<file path="config.mk">
export PLATFORM = sky130hd
export DESIGN_NAME = pci_axi_bridge
export DESIGN_NICKNAME = d
export VERILOG_FILES = /design/src/hw/pci_axi_pkg.sv /design/src/hw/axi_lite_engine.sv /design/src/hw/pci_axi_bridge.sv /design/src/hw/pci_target_front.sv /design/src/hw/xfer_fifo.sv
export VERILOG_INCLUDE_DIRS = /design/src /design/src/hw
export SDC_FILE = /design/constraint.sdc
export NUM_CORES = 1
export LEC_CHECK = 0
export BUFFER_PORTS_ARGS = -buffer_cell sky130_fd_sc_hd__buf_4
export CAP_MARGIN = 30
export CORE_ASPECT_RATIO = 1.75
export CORE_UTILIZATION = 33
export DETAILED_ROUTE_END_ITERATION = 16
export SETUP_SLACK_MARGIN = 0.3
export SYNTH_ARGS = -nofsm -noshare
export SYNTH_HDL_FRONTEND = slang
export SYNTH_SLANG_ARGS = --single-unit
export TNS_END_PERCENT = 1
</file>
<file path="constraint.sdc">
create_clock -name tgt_m_aclk -period 8.7 [get_ports tgt_m_aclk]
set_clock_uncertainty 0.2 [all_clocks]
set_input_delay 1.305 -clock tgt_m_aclk [delete_from_list [all_inputs] [get_ports tgt_m_aclk]]
set_output_delay 1.305 -clock tgt_m_aclk [all_outputs]
set_load 0.1 [all_outputs]
</file>
<file path="src/hw/pci_axi_consts.svh">
`ifndef PCI_AXI_CONSTS_SVH
`define PCI_AXI_CONSTS_SVH

// Low PCI address bits kept, the rest of the AXI address is the base-hit vector
`define PCI_ADDR_VALID_BITS 24

`define PCI_DATA_W 32
`define PCI_BE_W 4

// Entries in each of the request and response buffers
`define FIFO_DEPTH 2

`define AXI_RESP_OKAY 2'b00

`endif

</file>
<file path="src/hw/pci_axi_pkg.sv">
`include "pci_axi_consts.svh"

package pci_axi_pkg;

	// One PCI transaction handed to the AXI side
	typedef struct packed {
		logic wr; // High for a write
		logic [31:0] addr;
		logic [`PCI_DATA_W-1:0] data;
		logic [`PCI_BE_W-1:0] strb;
	} pci_req_t;

	// Result of one AXI transaction
	typedef struct packed {
		logic [`PCI_DATA_W-1:0] data; // Zero for writes
		logic err; // Response code was not OKAY
	} axi_rsp_t;

endpackage

</file>
<file path="src/hw/axi_lite_engine.sv">
`timescale 1ns/1ps
`include "pci_axi_consts.svh"

module axi_lite_engine
	import pci_axi_pkg::*;
(
	input logic tgt_m_aclk,
	input logic tgt_m_aresetn,

	input logic req_valid,
	input pci_req_t req_item,
	output logic req_pop,

	output logic [31:0] awaddr,
	output logic awvalid,
	input logic awready,

	output logic [`PCI_DATA_W-1:0] wdata,
	output logic [`PCI_BE_W-1:0] wstrb,
	output logic wvalid,
	input logic wready,

	input logic [1:0] bresp,
	input logic bvalid,
	output logic bready,

	output logic [31:0] araddr,
	output logic [`PCI_BE_W-1:0] aruser,
	output logic arvalid,
	input logic arready,

	input logic [`PCI_DATA_W-1:0] rdata,
	input logic [1:0] rresp,
	input logic rvalid,
	output logic rready,

	input logic rsp_full,
	output logic rsp_push,
	output axi_rsp_t rsp_item
);

typedef enum logic [2:0] {EN_IDLE, EN_WRITE, EN_WRESP, EN_RADDR, EN_RDATA} state_t;

state_t state;
logic aw_done;
logic w_done;

// Only take work when there is room for its result
assign req_pop = (state == EN_IDLE) && req_valid && !rsp_full;

// Either channel may finish first
assign aw_done = !awvalid || awready;
assign w_done = !wvalid || wready;

assign bready = (state == EN_WRESP);
assign arvalid = (state == EN_RADDR);
assign rready = (state == EN_RDATA);

assign rsp_push = (bready && bvalid) || (rready && rvalid);

always_comb begin
	if (rready) begin
		rsp_item.data = rdata;
		rsp_item.err = (rresp != `AXI_RESP_OKAY);
	end else begin
		rsp_item.data = '0;
		rsp_item.err = (bresp != `AXI_RESP_OKAY);
	end
end

always_ff @(posedge tgt_m_aclk or negedge tgt_m_aresetn) begin
	if (!tgt_m_aresetn) begin
		state <= EN_IDLE;
		awvalid <= 1'b0;
		wvalid <= 1'b0;
	end else begin
		case (state)
			EN_IDLE: begin
				if (req_pop) begin
					if (req_item.wr) begin
						awvalid <= 1'b1;
						wvalid <= 1'b1;
						state <= EN_WRITE;
					end else begin
						state <= EN_RADDR;
					end
				end
			end
			EN_WRITE: begin
				if (awready)
					awvalid <= 1'b0;
				if (wready)
					wvalid <= 1'b0;
				if (aw_done && w_done)
					state <= EN_WRESP;
			end
			EN_WRESP: begin
				if (bvalid)
					state <= EN_IDLE;
			end
			EN_RADDR: begin
				if (arready)
					state <= EN_RDATA;
			end
			EN_RDATA: begin
				if (rvalid)
					state <= EN_IDLE;
			end
			default: state <= EN_IDLE;
		endcase
	end
end

always_ff @(posedge tgt_m_aclk) begin
	if (req_pop) begin
		awaddr <= req_item.addr;
		wdata <= req_item.data;
		wstrb <= req_item.strb;
		araddr <= req_item.addr;
		aruser <= req_item.strb; // Read enables ride along for the slave
	end
end

endmodule

</file>
<file path="src/hw/pci_axi_bridge.sv">
`timescale 1ns/1ps
`include "pci_axi_consts.svh"

module pci_axi_bridge
	import pci_axi_pkg::*;
(
	input logic tgt_m_aclk,
	input logic tgt_m_aresetn,

	input logic [31:0] addr,
	output logic [`PCI_DATA_W-1:0] adio_in,
	input logic [`PCI_DATA_W-1:0] adio_out,
	input logic addr_vld,
	input logic [31-`PCI_ADDR_VALID_BITS:0] base_hit,
	output logic s_term,
	output logic s_ready,
	output logic s_abort,
	input logic s_wrdn,
	input logic s_data,
	input logic s_data_vld,
	input logic [`PCI_BE_W-1:0] s_cbe,

	output logic [31:0] tgt_m_awaddr,
	output logic tgt_m_awvalid,
	input logic tgt_m_awready,
	output logic [`PCI_DATA_W-1:0] tgt_m_wdata,
	output logic [`PCI_BE_W-1:0] tgt_m_wstrb,
	output logic tgt_m_wvalid,
	input logic tgt_m_wready,
	input logic [1:0] tgt_m_bresp,
	input logic tgt_m_bvalid,
	output logic tgt_m_bready,
	output logic [31:0] tgt_m_araddr,
	output logic [`PCI_BE_W-1:0] tgt_m_aruser,
	output logic tgt_m_arvalid,
	input logic tgt_m_arready,
	input logic [`PCI_DATA_W-1:0] tgt_m_rdata,
	input logic [1:0] tgt_m_rresp,
	input logic tgt_m_rvalid,
	output logic tgt_m_rready
);

logic req_push;
pci_req_t req_push_item;
logic req_valid;
pci_req_t req_pop_item;
logic req_pop;
logic rsp_push;
axi_rsp_t rsp_push_item;
logic rsp_valid;
axi_rsp_t rsp_pop_item;
logic rsp_pop;
logic rsp_full;

pci_target_front i_pci_target_front (
	.tgt_m_aclk(tgt_m_aclk),
	.tgt_m_aresetn(tgt_m_aresetn),
	.addr(addr),
	.adio_in(adio_in),
	.adio_out(adio_out),
	.addr_vld(addr_vld),
	.base_hit(base_hit),
	.s_term(s_term),
	.s_ready(s_ready),
	.s_abort(s_abort),
	.s_wrdn(s_wrdn),
	.s_data(s_data),
	.s_data_vld(s_data_vld),
	.s_cbe(s_cbe),
	.req_push(req_push),
	.req_item(req_push_item),
	.rsp_valid(rsp_valid),
	.rsp_item(rsp_pop_item),
	.rsp_pop(rsp_pop)
);

// The front end never has more than one request in flight of its own
xfer_fifo #(.payload_t(pci_req_t)) i_req_fifo (
	.tgt_m_aclk(tgt_m_aclk),
	.tgt_m_aresetn(tgt_m_aresetn),
	.push(req_push),
	.push_item(req_push_item),
	.pop(req_pop),
	.pop_item(req_pop_item),
	.valid(req_valid),
	.full()
);

xfer_fifo #(.payload_t(axi_rsp_t)) i_rsp_fifo (
	.tgt_m_aclk(tgt_m_aclk),
	.tgt_m_aresetn(tgt_m_aresetn),
	.push(rsp_push),
	.push_item(rsp_push_item),
	.pop(rsp_pop),
	.pop_item(rsp_pop_item),
	.valid(rsp_valid),
	.full(rsp_full)
);

axi_lite_engine i_axi_lite_engine (
	.tgt_m_aclk(tgt_m_aclk),
	.tgt_m_aresetn(tgt_m_aresetn),
	.req_valid(req_valid),
	.req_item(req_pop_item),
	.req_pop(req_pop),
	.awaddr(tgt_m_awaddr),
	.awvalid(tgt_m_awvalid),
	.awready(tgt_m_awready),
	.wdata(tgt_m_wdata),
	.wstrb(tgt_m_wstrb),
	.wvalid(tgt_m_wvalid),
	.wready(tgt_m_wready),
	.bresp(tgt_m_bresp),
	.bvalid(tgt_m_bvalid),
	.bready(tgt_m_bready),
	.araddr(tgt_m_araddr),
	.aruser(tgt_m_aruser),
	.arvalid(tgt_m_arvalid),
	.arready(tgt_m_arready),
	.rdata(tgt_m_rdata),
	.rresp(tgt_m_rresp),
	.rvalid(tgt_m_rvalid),
	.rready(tgt_m_rready),
	.rsp_full(rsp_full),
	.rsp_push(rsp_push),
	.rsp_item(rsp_push_item)
);

endmodule

</file>
<file path="src/hw/pci_target_front.sv">
`timescale 1ns/1ps
`include "pci_axi_consts.svh"

module pci_target_front
	import pci_axi_pkg::*;
(
	input logic tgt_m_aclk,
	input logic tgt_m_aresetn,

	input logic [31:0] addr,
	output logic [`PCI_DATA_W-1:0] adio_in,
	input logic [`PCI_DATA_W-1:0] adio_out,
	input logic addr_vld,
	input logic [31-`PCI_ADDR_VALID_BITS:0] base_hit,
	output logic s_term,
	output logic s_ready,
	output logic s_abort,
	input logic s_wrdn,
	input logic s_data,
	input logic s_data_vld,
	input logic [`PCI_BE_W-1:0] s_cbe,

	output logic req_push,
	output pci_req_t req_item,
	input logic rsp_valid,
	input axi_rsp_t rsp_item,
	output logic rsp_pop
);

typedef enum logic [1:0] {ST_IDLE, ST_ISSUE, ST_WAIT, ST_DONE} state_t;

state_t state;
logic [31:0] addr_q;
logic [31:0] addr_sel;
logic [1:0] lane;
logic [2:0] drop_cnt; // Responses still owed to abandoned transactions
logic start;
logic take;
logic drop;
logic abandon;
logic finish;

// The address phase may come a cycle ahead of the base hit
assign addr_sel = addr_vld ? addr : addr_q;

assign start = (state == ST_IDLE) && (base_hit != '0);
assign take = rsp_valid && !rsp_pop; // The pop of the last cycle is not yet seen in rsp_valid
assign drop = take && (drop_cnt != 3'd0);
assign abandon = !s_data && (state == ST_ISSUE || state == ST_WAIT);
assign finish = (state == ST_WAIT) && s_data && take && (drop_cnt == 3'd0);

assign req_push = (state == ST_ISSUE);

// PCI only counts up from the address, AXI wants the real byte position
always_comb begin
	casez (s_cbe)
		4'b???0: lane = 2'd0;
		4'b??01: lane = 2'd1;
		4'b?011: lane = 2'd2;
		4'b0111: lane = 2'd3;
		default: lane = 2'd0;
	endcase
end

always_ff @(posedge tgt_m_aclk) begin
	if (addr_vld)
		addr_q <= addr;
	if (start) begin
		req_item.wr <= s_wrdn;
		req_item.addr <= {base_hit, addr_sel[`PCI_ADDR_VALID_BITS-1:2], lane};
		req_item.data <= adio_out;
		req_item.strb <= ~s_cbe; // Enables are active low on PCI
	end
	if (finish && !req_item.wr)
		adio_in <= rsp_item.data;
end

always_ff @(posedge tgt_m_aclk or negedge tgt_m_aresetn) begin
	if (!tgt_m_aresetn) begin
		state <= ST_IDLE;
		s_term <= 1'b0;
		s_ready <= 1'b0;
		s_abort <= 1'b0;
		rsp_pop <= 1'b0;
		drop_cnt <= 3'd0;
	end else begin
		rsp_pop <= drop || finish;
		drop_cnt <= drop_cnt + {2'b00, abandon} - {2'b00, drop};

		case (state)
			ST_IDLE: begin
				if (start)
					state <= ST_ISSUE;
			end
			ST_ISSUE: begin
				state <= s_data ? ST_WAIT : ST_IDLE;
			end
			ST_WAIT: begin
				if (!s_data) begin
					state <= ST_IDLE;
				end else if (finish) begin
					s_term <= 1'b1;
					s_ready <= !rsp_item.err;
					s_abort <= rsp_item.err;
					state <= ST_DONE;
				end
			end
			ST_DONE: begin
				// Hold the termination until the master takes it or gives up
				if (s_data_vld || !s_data) begin
					s_term <= 1'b0;
					s_ready <= 1'b0;
					s_abort <= 1'b0;
					state <= ST_IDLE;
				end
			end
			default: state <= ST_IDLE;
		endcase
	end
end

endmodule

</file>
<file path="src/hw/xfer_fifo.sv">
`timescale 1ns/1ps
`include "pci_axi_consts.svh"

module xfer_fifo #(
	parameter type payload_t = logic [7:0]
) (
	input logic tgt_m_aclk,
	input logic tgt_m_aresetn,
	input logic push,
	input payload_t push_item,
	input logic pop,
	output payload_t pop_item,
	output logic valid,
	output logic full
);

localparam int DEPTH = `FIFO_DEPTH;
localparam int PTR_W = (DEPTH > 1) ? $clog2(DEPTH) : 1;
localparam int CNT_W = $clog2(DEPTH + 1);

payload_t mem [DEPTH];
logic [PTR_W-1:0] wr_ptr;
logic [PTR_W-1:0] rd_ptr;
logic [CNT_W-1:0] count;
logic do_push;
logic do_pop;

// Wraps at DEPTH, which need not be a power of two
function automatic logic [PTR_W-1:0] ptr_inc(input logic [PTR_W-1:0] p);
	return (p == PTR_W'(DEPTH - 1)) ? '0 : p + 1'b1;
endfunction

assign do_push = push && !full;
assign do_pop = pop && valid;

assign valid = (count != '0);
assign full = (count == CNT_W'(DEPTH));
assign pop_item = mem[rd_ptr];

always_ff @(posedge tgt_m_aclk) begin
	if (do_push)
		mem[wr_ptr] <= push_item;
end

always_ff @(posedge tgt_m_aclk or negedge tgt_m_aresetn) begin
	if (!tgt_m_aresetn) begin
		wr_ptr <= '0;
		rd_ptr <= '0;
		count <= '0;
	end else begin
		if (do_push)
			wr_ptr <= ptr_inc(wr_ptr);
		if (do_pop)
			rd_ptr <= ptr_inc(rd_ptr);
		case ({do_push, do_pop})
			2'b10: count <= count + 1'b1;
			2'b01: count <= count - 1'b1;
			default: count <= count; // Both or neither leave the level alone
		endcase
	end
end

endmodule

</file>
==> metrics, run 1 <==
simple-gate share of the synthesized area 0.0310; PortBufs approximately 260; vias in the first global route around 7600; crit end category output pin; post-route clock period utilization 0.405; Post-synth EDFFs roughly 370; FILL cells 3977; Vias per Instance between 4 and 5; Final nets around 1100; setup_tns 0 ns; Synth area leaders edfxtp_1 75%, mux2_2 9.4%, dfrtp_1 3.7%; post-synthesis mux area share 0.0957; startpoint class of the critical path register; Rel. slew slack 0.401; number of hold violations in the final report 0; Post-Syn Area approximately 0.015 sq mm; ANT cells 0; H-tree Lvls 2; syn avg cell area approximately 20 sq um; Main synth FF type edfxtp_1; first drt pass iteration count 4; area post-placement 0.0175 sq mm; post-cts gate resize count 0; Design Area, Final around 0.019 sq mm; Achievable Freq between 200 and 300 MHz; number of DRC markers in iteration 0 around 330; Initial Utilization 0.336; IO Count 267; total CTS buffers 39; Die W between 150 and 200 um; multi-input logic area 0.00237 sq mm; all-layer global routing usage 0.119; largest family of logic cells by synthesized area multiplexers; drt wl/cell 17.1 um; ANT nets after route 0; Final Util 0.422; most frequent cells after synthesis 373 x edfxtp_1, 124 x mux2_2, 36 x buf_4, 33 x and2_1; total core area around 0.044 sq mm; sequential element share of the synthesized area 0.818; DP Wirelength 17.5 mm; via count between 7000 and 8000; layout cells sized above 1 0.455; status complete, no violations; area share of the largest cell type after synthesis 0.751; Crit Path Max Fanout 36; cells after synthesis 740; post-synthesis sequential element count roughly 420; area delta synth->final 25.5%; Slew @ Worst Pin 0.889 ns; largest net degree at the start of global routing 56; first-pass GRT wire length about 42 mm; area share of fa/ha/maj cells after synthesis 0.00889; routability cong. 0.704; minimum clock period 3.52 ns; worst path arrival time just over 2 ns; worst skew pair latency 0.54 ns; Core Rows 102; Register Area 0.0122 sq mm; Total Wirelength around 27 mm; Hold Buf Count CTS 0; Root Buffer clkbuf_16; RSZ-0062 raised after global routing false; Synth Area in Compound Gates 0.0124; Post-Syn Nets ~870; # Max-Cap Violations 0; XOR/XNOR Fraction of Synth Area 0.00705; largest area contributor in the netlist edfxtp_1; Die ar. between 0.04 and 0.05 sq mm; number of antenna violations at the first check in global routing 1; clock sinks between 400 and 500; DIE HEIGHT roughly 280 um; count leader, synth edfxtp_1; CTS tree yes; total setup buffers inserted after CTS 0; Worst EP required approximately 7.2 ns; fraction of registers with async set/reset 0.0528; Yosys warning count 0; number of remaining DRC errors 0; Slew Limit Fails 0; Clock transition at path regs roughly 0.06 ns; CTS max path bufs 3; grt ovf 0; Hold Path Class reg -> reg; Synth cell types 44; final setup fails 0; WS Path Type reg -> out
==> worst max-delay path: stages (launching register included) <==
cell and delay, ns:
dfrtp_1 0.55, nor3b_4 0.23, buf_4 0.33, buf_4 0.36
==> path summary, 6_finish.rpt <==
kind | start | end | slack, ns | cells after the start
worst max-delay path | i_axi_lite_engine.state[0]$_DFFE_PN0P_ | tgt_m_rready | 5.18 | 3
worst min-delay path | i_pci_target_front.req_item[16]$_DFFE_PP_ | i_req_fifo.mem[0][16]$_DFFE_PP_ | 0.24 | 0
worst max register to register | i_pci_target_front.state[1]$_DFFE_PN0P_ | i_req_fifo.mem[1][55]$_DFFE_PP_ | 6.24 | 6
worst min register to register | i_pci_target_front.req_item[16]$_DFFE_PP_ | i_req_fifo.mem[0][16]$_DFFE_PP_ | 0.24 | 0
max in group asynchronous | tgt_m_aresetn | i_req_fifo.rd_ptr$_DFFE_PN0P_ | 7.60 | 1
min in group asynchronous | tgt_m_aresetn | i_pci_target_front.s_term$_DFFE_PN0P_ | 0.45 | 1
==> flip-flops by register name (all words and copies together) (netlist names), 2 cells and up <==
name,cells
i_axi_lite_engine.awaddr,32
i_axi_lite_engine.state,3
i_axi_lite_engine.wdata,32
i_axi_lite_engine.wstrb,4
i_pci_target_front.addr_q,22
i_pci_target_front.adio_in,32
i_pci_target_front.drop_cnt,3
i_pci_target_front.req_item,69
i_pci_target_front.state,2
i_req_fifo.count,2
i_req_fifo.mem,138
i_rsp_fifo.count,2
i_rsp_fifo.mem,66
==> layer usage <==
metal  wire, um  vias to the layer above  share of wire  GRT usage
met3       1840                       44          0.067     0.0325
met4        740                        2          0.027     0.0470
met1       9920                     3527           0.36      0.123
met5          9                        -        0.00033          0
li1           -                     3287              -          -
met2      14800                      219           0.54      0.222
==> cells by family (layout without fill, tap and decap cells) <==
logic type,Yosys count,after routing
xor+xnor,12,12
buf+inv,71,357
fa+ha+maj,10,10
flops,417,417
simple gates,77,77
mux,127,127
compound gates,26,26
==> placed cells by master, fill, tap and decap left out, types with 3 or more instances in the layout <==
cell type and instances:
nor2_4 4, a31oi_1 3, dfxtp_1 22, nor2b_1 4, and2_1 33, o21ai_0 4
mux2_2 124, dfrtp_1 21, mux2i_1 3, buf_4 263, a21oi_1 5, clkbuf_16 40
nor2_1 10, clkinv_1 6, xor2_1 4, buf_16 4, xnor2_1 8, nand2_1 6
inv_1 16, ha_1 9, clkinv_2 10, edfxtp_1 373, clkbuf_1 5, nand3b_1 3
buf_12 3, nor4_1 3
==> through the flow <==
| stage | hold WS (ns) | instances | worst slack [ns] |
|---|---|---|---|
| 3_5_place_dp | 0.231 | 1527 | 5.42 |
| 2_1_floorplan | 0.221 | 740 | 1.52 |
| 3_3_place_gp | 0.222 | 1520 | 4.97 |
| 5_1_grt | 0.250 | 1598 | 5.05 |
| 4_1_cts | 0.244 | 1598 | 5.11 |
| 6_report | 0.243 | 1598 | 5.18 |
==> cell type report <==
cell class	instances	share of cell area
tap	572	0.0382
sequential	417	0.651
multi-input combinational	252	0.127
clock inverter	25	0.0106
timing repair buffer	270	0.115
inverter	16	0.00321
clock buffer	46	0.0552
Power of run 1 is not shown: default switching activity piles up to over one toggle a cycle in this logic, so the estimate is an artifact.
==> run 2, diff against run 1 <==
==> constraint.sdc (replaced) <==
create_clock -name tgt_m_aclk -period 2.8 [get_ports tgt_m_aclk]
set_clock_uncertainty 0.2 [all_clocks]
set_input_delay 0.42 -clock tgt_m_aclk [delete_from_list [all_inputs] [get_ports tgt_m_aclk]]
set_output_delay 0.42 -clock tgt_m_aclk [all_outputs]
set_load 0.1 [all_outputs]
==> run 2 against run 1 <==
Setup slack worse by 4.8 ns. Final cell count up 6.6%. Final area up 6.1%. Clock-buffer cell count unchanged.
==> metrics, run 2 (synthesis results as in run 1) <==
setup_tns 0 ns; chain of cells forming the critical path o21bai_1 > nor2_1 > ha_1 > inv_1 > ha_1 > fa_1 > xnor2_1; startpoint class of the critical path register; uppermost layer routed met5; post-route clock period utilization 0.861; Clock transition at path regs approximately 0.06 ns; area delta synth->final 33.2%; Core Rows between 100 and 150; routed wl met3 approximately 1.8 mm; DP Wirelength roughly 18 mm; layout cells sized above 1 0.414; Hold EP i_rsp_fifo.mem[0][23]$_DFFE_PP_; Vias per Instance between 4 and 5; crit-path leading delay family adder cells; Initial Utilization 0.336; Total Wirelength about 28 mm; H-tree Lvls 2; Largest regs i_req_fifo.mem x138, i_pci_target_front.req_item x69, i_rsp_fifo.mem x66; max FFs per register between 100 and 150; CTS max path bufs 3; IO Count roughly 270; FILL cells slightly below 4000; DIE HEIGHT ~280 um; # Max-Cap Violations 0; final setup fails 0; Root Buffer clkbuf_16; Die W 163 um; commonest non-fill, non-tap cells in the layout 373 x edfxtp_1, 263 x buf_4, 124 x mux2_2, 102 x dlygate4sd3_1, 40 x clkbuf_16; RSZ-0062 raised after global routing true; commonest non-fill, non-tap cell in the layout edfxtp_1; Hold Path Class in -> reg; number of antenna violations at the first check in global routing 1; slowest CP cell o21bai_1; first drt pass iteration count 4; DRT met1 WL ~11 mm; worst hold start tgt_m_rdata[22]; via count 7500; all-layer global routing usage 0.123; number of hold violations in the final report 0; routability cong. just under 0.7; Worst EP required a little over 3 ns; largest net degree at the start of global routing 70; Slew @ Worst Pin between 0.6 and 0.7 ns; grt ovf 0; clock sinks about 420; Slew Limit Fails 0; WP buf/inv 1; drt wl/cell approximately 16 um; Worst setup startpoint i_rsp_fifo.count[0]$_DFFE_PN0P_; total core area between 0.04 and 0.05 sq mm; multi-input logic area between 0.002 and 0.0025 sq mm; worst path arrival time 2.63 ns; routed wl met2 14.7 mm; first-pass GRT wire length 43.4 mm; minimum clock period 2.41 ns; critical path's most frequent cell ha_1; Final Util 0.447; Rel. slew slack 0.568; Crit Path Max Fanout 5; number of remaining DRC errors 0; crit end category register; CTS tree yes; Register Area 0.0122 sq mm; Crit path largest cell delay between 0.5 and 0.6 ns; total CTS buffers 39; worst skew pair latency 0.53 ns; number of DRC markers in iteration 0 just under 300; Die ar. ~0.046 sq mm; status complete, no violations; WS Path Type reg -> reg; worst flop-to-flop path startpoint i_rsp_fifo.count[0]$_DFFE_PN0P_; ANT nets after route 0; Largest Register i_req_fifo.mem; Achievable Freq around 410 MHz; Final nets around 1200; vias in the first global route 8132; FF-to-FF End i_pci_target_front.drop_cnt[2]$_DFF_PN0_; reg2reg path depth 7; PortBufs between 200 and 300; total setup buffers inserted after CTS 0; Worst Hold Depth 2; ANT cells 0; register-to-register setup slack 0.39 ns
-- run 2: worst max-delay path by stage --
stage	to	slack (ns)	depth (start not counted)
finish	i_pci_target_front.drop_cnt[2]$_DFF_PN0_	0.39	7
global route	i_pci_target_front.drop_cnt[2]$_DFF_PN0_	0.23	7
CTS	tgt_m_bready	0.30	3
detailed placement	i_pci_target_front.drop_cnt[2]$_DFF_PN0_	0.38	7
global placement	i_pci_target_front.drop_cnt[2]$_DFF_PN0_	0.39	7
floorplan	i_axi_lite_engine.awaddr[0]$_DFFE_PP_	-0.86	3
-- run 2: cell type report --
class                      count  area share
timing repair buffer         376       0.161
clock inverter                25      0.0141
tap                          572      0.0360
inverter                      16     0.00302
clock buffer                  46      0.0515
multi-input combinational    252       0.120
sequential                   417       0.614
-- run 2: what timing repair did --
action / in CTS / in global routing
hold buffers: 102 / 0
endpoints found under the setup margin: 2 / 4
gates resized for setup: 1 / 1
hold endpoints to repair: 175 / 0
-- run 2: metal layers --
layer | vias to the layer above | global-route usage
met5 | - | 0
met4 | 2 | 0.0519
met3 | 51 | 0.0293
met2 | 248 | 0.223
met1 | 3705 | 0.133
li1 | 3494 | -
-- run 2: metrics by stage --
step / worst slack [ns] / instance area, sq um / std cells / hold slack (ns)
finish: 0.389 / 19900 / 1704 / 0.0287
global route: 0.231 / 19900 / 1704 / 0.00791
CTS: 0.298 / 19900 / 1704 / 0.000441
detailed placement: 0.383 / 17500 / 1531 / 0.139
global placement: 0.394 / 17500 / 1531 / 0.135
floorplan: -0.860 / 14900 / 740 / -0.0756
Power of run 2 is left out for the same reason.
